## src/hdl/dCachePkg.sv

```systemverilog
package dCachePkg;

	// geometry
	localparam int addrWidth = 32;
	localparam int wordWidth = 32;
	localparam int offsetBits = 6;
	localparam int indexBits = 4;
	localparam int tagBits = addrWidth - indexBits - offsetBits;
	localparam int numSets = 1 << indexBits;
	localparam int wordsPerLine = (1 << offsetBits) / (wordWidth / 8);

	typedef logic [addrWidth-1:0] addr_t;
	typedef logic [wordWidth-1:0] word_t;
	typedef logic [tagBits-1:0] tag_t;
	typedef logic [indexBits-1:0] index_t;
	typedef logic [wordsPerLine*wordWidth-1:0] line_t; // word 0 in the low bits
	typedef logic [addrWidth-offsetBits-1:0] blockAddr_t;

	typedef enum logic {
		opRead,
		opWrite
	} cacheOp_t;

	// codes kept from the older cache
	typedef enum logic [1:0] {
		statusNone = 2'd0,
		statusWaiting = 2'd1,
		statusHit = 2'd2,
		statusMiss = 2'd3
	} cacheStatus_t;

	typedef enum logic [1:0] {
		stIdle,
		stWriteBack,
		stRefill
	} missState_t;

	typedef struct packed {
		cacheOp_t op;
		addr_t addr;
		word_t writeData;
	} cpuReq_t;

	typedef struct packed {
		blockAddr_t blockAddr;
		line_t line;
	} memReq_t;

endpackage

```

## src/hdl/missControl.sv

```systemverilog
module missControl (
	input logic clk,
	input logic reset,
	input logic enable,
	input dCachePkg::cacheOp_t op,
	input logic hit,
	input logic victimDirty,
	input logic invalStrobe,
	input logic refillDone,
	input logic wbDone,
	output dCachePkg::cacheStatus_t status,
	output logic touch,
	output logic captureVictim,
	output logic fill,
	output logic refillReq,
	output logic wbReq
);
	import dCachePkg::*;

	missState_t state;
	missState_t stateNext;
	logic issue; // one cycle after entering a memory state
	logic accept;

	// the cpu request may act on the store this cycle
	assign accept = enable && (state == stIdle) && !invalStrobe;

	assign touch = accept && hit; // lru on every hit, word and dirty bit when op is a write
	assign captureVictim = accept && !hit;
	assign fill = refillDone && (state == stRefill);

	assign wbReq = issue && (state == stWriteBack);
	assign refillReq = issue && (state == stRefill);

	always_comb begin
		if (!enable || invalStrobe) begin
			status = statusNone;
		end else if (state != stIdle) begin
			status = statusWaiting;
		end else if (hit) begin
			status = statusHit;
		end else begin
			status = statusMiss;
		end
	end

	always_comb begin
		stateNext = state;
		unique case (state)
			stIdle: begin
				if (captureVictim) begin
					stateNext = victimDirty ? stWriteBack : stRefill;
				end
			end
			stWriteBack: begin
				if (wbDone) begin
					stateNext = stRefill;
				end
			end
			stRefill: begin
				if (refillDone) begin
					stateNext = stIdle; // held request hits next cycle
				end
			end
			default: stateNext = stIdle;
		endcase
	end

	always_ff @(posedge clk) begin
		if (reset) begin
			state <= stIdle;
			issue <= 1'b0;
		end else begin
			state <= stateNext;
			issue <= (stateNext != state) && (stateNext != stIdle);
		end
	end

endmodule

```

## config.mk

```make
export PLATFORM = sky130hd
export DESIGN_NAME = missControl
export DESIGN_NICKNAME = d
export VERILOG_FILES = /design/src/hdl/dCachePkg.sv /design/src/hdl/missControl.sv
export SDC_FILE = /design/constraint.sdc
export NUM_CORES = 1
export LEC_CHECK = 0
export CAP_MARGIN = 10
export CORE_AREA = 3 3 40 42
export DETAILED_ROUTE_END_ITERATION = 6
export DIE_AREA = 0 0 43 45
export DONT_BUFFER_PORTS = 1
export GPL_ROUTABILITY_DRIVEN = 0
export SLEW_MARGIN = 20
export SYNTH_ARGS = -nofsm -noshare
export SYNTH_HDL_FRONTEND = slang
export SYNTH_SLANG_ARGS = --single-unit
export TNS_END_PERCENT = 1
```

## constraint.sdc

```tcl
create_clock -name clk -period 2.6 [get_ports clk]
set_clock_uncertainty 0.05 [all_clocks]
set_input_delay 0.39 -clock clk [delete_from_list [all_inputs] [get_ports clk]]
set_output_delay 0.39 -clock clk [all_outputs]
set_load 0.02 [all_outputs]
```

==> flow_metrics.tcl, run 1 <==
set metrics [dict create \
    timing.final.crit_share 0.7417 \
    grt_max_degree 10 \
    start_util 0.1568 \
    drt-initial-drc-count 5 \
    nets 38 \
    cts_tree "yes" \
    fin_cells 43 \
    yosys_register_bits 3 \
    syn_area_per_cell_sq_um 8.393 \
    area_growth_syn_to_layout_pct 22.36 \
    critPathArrivalTime_ns 1.49 \
    ir_drop_uv 88.24 \
    synth.distinct_cells 12 \
    first_pass_iters 4 \
    critPathCaptureType "output pin" \
    worst_pin_slew_ns 0.5105 \
    drive_above_1_share 0.1429 \
    die_area_sq_mm 0.001935 \
    criticalPathCategory "reg2out" \
    drv_slew 0 \
    num_rows 13 \
    seqCellArea_sq_um 60.06 \
    cts-htree-levels 1 \
    insertedDiodeCount 0 \
    overflow 0 \
    fillCellCount 147 \
    ys_seq_area_frac 0.2981 \
    worstHoldStart "reset" \
    clock_insertion_delay_worst_skew_ns 0.23 \
    start_kind "register" \
    crit_required_ns 2.16 \
    setup_tns_ns 0 \
    cts_hold_buffers 0 \
    clock_sinks 3 \
    cts_root_buf "clkbuf_4" \
    routed-via-count 186 \
    dieWidth_um 43 \
    fmax_mhz 518.6 \
    fp.dieH_um 45 \
    holdWs_ns 0.1748 \
    grt_pass1_vias 195 \
    clk_pin_slew_ns 0.04 \
    rrSetupSlack_ns 1.27 \
    r2r-start "state[1]" \
    cts_inserted_buffers 3 \
    setup_violations 0 \
    grt_use_total 0.06656 \
    hold_violations 0 \
    numPlacedInstances 39 \
    total_power_uw 146.4 \
    rsz0062_at_grt "no" \
    worstHoldPathType "in2reg" \
    worstHoldPathCells 1 \
    reg2reg_depth 3 \
    fin_crit_ns 1.928 \
    core_region_area_sq_mm 0.001285 \
    vias_per_cell 4.326 \
    path_max_fanout 8 \
    multi_input_area_sq_um 137.6 \
    io_pins 16 \
    maxCapViolations 0 \
    cts_buffer_depth 2 \
    post_cts_buffers 0 \
    hold_end "issue" \
    worstReg2RegEnd "issue" \
    grt_pass1_wl_um 855 \
    routedWlPerCell_um 11.23 \
    powerDensity_mw_per_mm2 594.0 \
    synth_area_sq_um 201.4 \
    drc_errors 0 \
    synth_cells 24 \
    maxSlewHeadroom 0.6582 \
    drt_wl_total_um 483 \
    yosys_warnings 0 \
    cellLeakagePower_nw 0.1053 \
    antenna_found_initial 0 \
    port_buffers 0 \
    status "completed" \
    synth_nets 33 \
    ant_nets 0 \
    cts_resized 0 \
]
worst max path at each step:
stage	startpoint	to	cells past startpoint
6_report	state[1]	captureVictim	3
4_1_cts	state[1]	captureVictim	3
3_3_place_gp	state[1]	captureVictim	3
5_1_grt	state[0]	captureVictim	3
3_5_place_dp	state[1]	captureVictim	3
2_1_floorplan	state[1]	touch	2
final cells by class:
class | instances | area share
multi-input combinational | 20 | 0.5584
sequential | 3 | 0.2437
clock buffer | 4 | 0.1066
tap | 15 | 0.07614
inverter | 1 | 0.01523
where the power goes:
part / leakage, nW / internal (mW) / total, mW / switching (mW)
clock: 0.0150 / 0.0575 / 0.0815 / 0.0240
combinational: 0.0660 / 0.00628 / 0.0149 / 0.00862
sequential: 0.0244 / 0.0477 / 0.0500 / 0.00226
total: 0.105 / 0.112 / 0.146 / 0.0349
stage by stage:
| stage | utilization | instance area, sq um | setup slack [ns] |
|---|---|---|---|
| floorplan | - | 201.4 | 1.003 |
| global placement | 0.1714 | 220.2 | 0.8803 |
| detailed placement | 0.1714 | 220.2 | 0.8816 |
| CTS | 0.1918 | 246.5 | 0.6180 |
| global route | 0.1918 | 246.5 | 0.5090 |
| finish | 0.1918 | 246.5 | 0.6716 |
worst max-delay path: stages, from the launching register on:
cell and delay, ns:
dfxtp_1 0.38, nor4b_4 0.55, nand2b_1 0.14, inv_1 0.18
cell usage after synthesis, drive strengths merged:
master | number | area share
and3b | 3 | 0.13
dfxtp | 3 | 0.30
and2 | 1 | 0.031
nor2 | 3 | 0.056
a21oi | 3 | 0.075
inv | 1 | 0.019
nand3b | 2 | 0.075
nor4b | 1 | 0.12
nand2 | 2 | 0.037
a31oi | 1 | 0.031
a21o | 1 | 0.037
nand2b | 3 | 0.093
cell families after synthesis:
logic type / Yosys count / synth area share
AOI/OAI and AO/OA: 5 / 0.1429
buffers and inverters: 1 / 0.01862
DFF: 3 / 0.2981
and+or+nand+nor: 15 / 0.5404
per-layer routing:
layer  vias up  share of wire  track usage
met1        83           0.40      0.06731
met2        10           0.45      0.08084
met4         0              0      0.07229
met3         0           0.16      0.05179
met5         -              0            0
li1         93              -            -
registers in the layout (all words and copies together), names as in the netlist:
signal and cells:
issue 1, state 2
Note: power is estimated with default switching activity, not from simulation.
==> run 2, diff against run 1 <==
--- a/config.mk
+++ b/config.mk
@@ -5,6 +5,7 @@
 export SDC_FILE = /design/constraint.sdc
 export NUM_CORES = 1
 export LEC_CHECK = 0
+export ABC_AREA = 1
 export CAP_MARGIN = 10
 export CORE_AREA = 3 3 40 42
 export DETAILED_ROUTE_END_ITERATION = 6
==> constraint.sdc (replaced) <==
create_clock -name clk -period 1.9 [get_ports clk]
set_clock_uncertainty 0.05 [all_clocks]
set_input_delay 0.285 -clock clk [delete_from_list [all_inputs] [get_ports clk]]
set_output_delay 0.285 -clock clk [all_outputs]
set_load 0.02 [all_outputs]
==> run 2 against run 1 <==
Wire length grew 2.9%. Register-to-register slack got worse by 0.47 ns. Synthesized cell count rose by 42%. Sequential share of layout area shrank 2.4 points.
==> flow_metrics.tcl, run 2 <==
set metrics [dict create \
    synth_cells 34 \
    yosys_warnings 0 \
    final_common_cell "inv_1" \
    crit_required_ns 1.56 \
    worstHoldStart "reset" \
    fin_crit_ns 1.467 \
    powerDensity_mw_per_mm2 742.5 \
    worstHoldPathType "in2reg" \
    drive_above_1_share 0.2821 \
    grt_max_degree 5 \
    overflow 0 \
    insertedDiodeCount 0 \
    worstHoldPathCells 1 \
    cts_tree "yes" \
    core_region_area_sq_mm 0.001285 \
    clk_pin_slew_ns 0.04 \
    yosys_register_bits 3 \
    status "completed" \
    first_pass_iters 2 \
    clock_sinks 3 \
    dieWidth_um 43 \
    die_area_sq_mm 0.001935 \
    worstReg2RegEnd "issue" \
    rrSetupSlack_ns 0.80 \
    post_cts_buffers 0 \
    numPlacedInstances 50 \
    top_register "state" \
    fillCellCount 143 \
    setup_violations 0 \
    holdWs_ns 0.06458 \
    final_util 0.2132 \
    synth_area_sq_um 221.5 \
    rsz0062_at_grt "no" \
    synth_edf_count 0 \
    fmax_mhz 681.8 \
    start_kind "register" \
    cts-htree-levels 1 \
    hold_end "issue" \
    io_pins 16 \
    async_flop_share 0 \
    synth_area_leaders "dfxtp_1, inv_1, nor2_4" \
    critPathArrivalTime_ns 1.13 \
    fin_cells 54 \
    nets 49 \
    hold_violations 0 \
    cts_buffer_depth 2 \
    grt_use_total 0.06572 \
    yosys-top-cells-count "inv_1, nand2_1, nor2_1" \
    routed-via-count 204 \
    drt-initial-drc-count 1 \
    worst_pin_slew_ns 0.3965 \
    drt_wl_total_um 497 \
    cts_resized 0 \
    synth_nets 43 \
    fp.dieH_um 45 \
    routedWlPerCell_um 9.204 \
    port_buffers 0 \
    largest_reg_flops 2 \
    post-synth-top-count-cell "inv_1" \
    grt_pass1_vias 205 \
    yosysTopAreaCellShare 0.2712 \
    ys_seq_area_frac 0.2712 \
    final_cell_mix "inv_1, nand2_1, nor2_1" \
    ys.flop_type "dfxtp_1" \
    path_max_fanout 4 \
    cts_inserted_buffers 3 \
    timing.final.crit_share 0.7719 \
    ir_drop_uv 190.2 \
    area_growth_syn_to_layout_pct 23.73 \
    criticalPathCategory "reg2out" \
    setup_tns_ns 0 \
    critPathCaptureType "output pin" \
    yosysTopAreaCell "dfxtp_1" \
    r2r-start "state[1]" \
    total_power_uw 203.4 \
    syn_area_per_cell_sq_um 6.514 \
    reg2reg_depth 5 \
    cts_hold_buffers 0 \
    reg_top3 "state: 2 flops, issue: 1 flops" \
    cellLeakagePower_nw 0.1182 \
    drv_slew 0 \
    ant_nets 0 \
    num_rows 13 \
    grt_pass1_wl_um 855 \
    dp_hpwl_um 425.1 \
    drc_errors 0 \
    clock_insertion_delay_worst_skew_ns 0.23 \
    antenna_found_initial 0 \
    synth.distinct_cells 13 \
    cts_root_buf "clkbuf_4" \
    vias_per_cell 3.778 \
    maxCapViolations 0 \
    start_util 0.1723 \
    maxSlewHeadroom 0.7347 \
]
==> run 2: cell types whose count changed after synthesis, sizes merged, moves of 2 or more <==
cell	previous run	this run
nand2	2	7
nand3b	2	0
nor2	3	7
nand2b	3	0
inv	1	9
and3b	3	0
nand3	0	2
==> run 2: cells by family after synthesis <==
kind of cell | count (synthesis) | synth area share
flops | 3 | 0.2712
compound gates | 4 | 0.1356
buf+inv | 9 | 0.1525
simple gates | 18 | 0.4407
==> run 2: critical path, cell delays in order (launching register included) <==
cell     delay (ns)
dfxtp_1        0.33
nor2_2         0.16
nand2_2        0.10
nor2_1         0.32
==> run 2: stage by stage <==
step	setup WS, ns	instance area (sq um)
CTS	0.4082	274.0
global route	0.3545	274.0
detailed placement	0.6608	247.7
floorplan	0.6164	221.5
global placement	0.6568	247.7
finish	0.4333	274.0
==> run 2: layout make-up <==
type                    count  area [sq um]  share of cell area
clock buffers               4         26.28             0.09589
inverters                   9         33.78              0.1233
multi-input cells          22         127.6              0.4658
flip-flops and latches      3         60.06              0.2192
well taps                  15         18.77             0.06849
repair buffers              1         7.507             0.02740
==> run 2: worst max-delay path by stage <==
stage | from | to | cells after the start
after floorplan | enable | status[0] | 3
after global placement | state[1] | touch | 3
after detailed placement | state[1] | touch | 3
after CTS | state[1] | touch | 3
after global routing | state[1] | touch | 3
final | state[1] | touch | 3
==> run 2: per-layer routing <==
metal	vias to the layer above	wire, um	GRT usage	part of all wire
met5	-	0	0	0
met4	0	0	0.05422	0
met3	0	56	0.06375	0.11
met2	8	251	0.1018	0.51
met1	85	189	0.04808	0.38
li1	111	-	-	-
==> run 2: report_power, final <==
part	switching [mW]	total (mW)	internal, mW
sequential	0.00157	0.0672	0.0657
clock	0.0305	0.109	0.0785
combinational	0.0186	0.0272	0.00864
total	0.0506	0.203	0.153
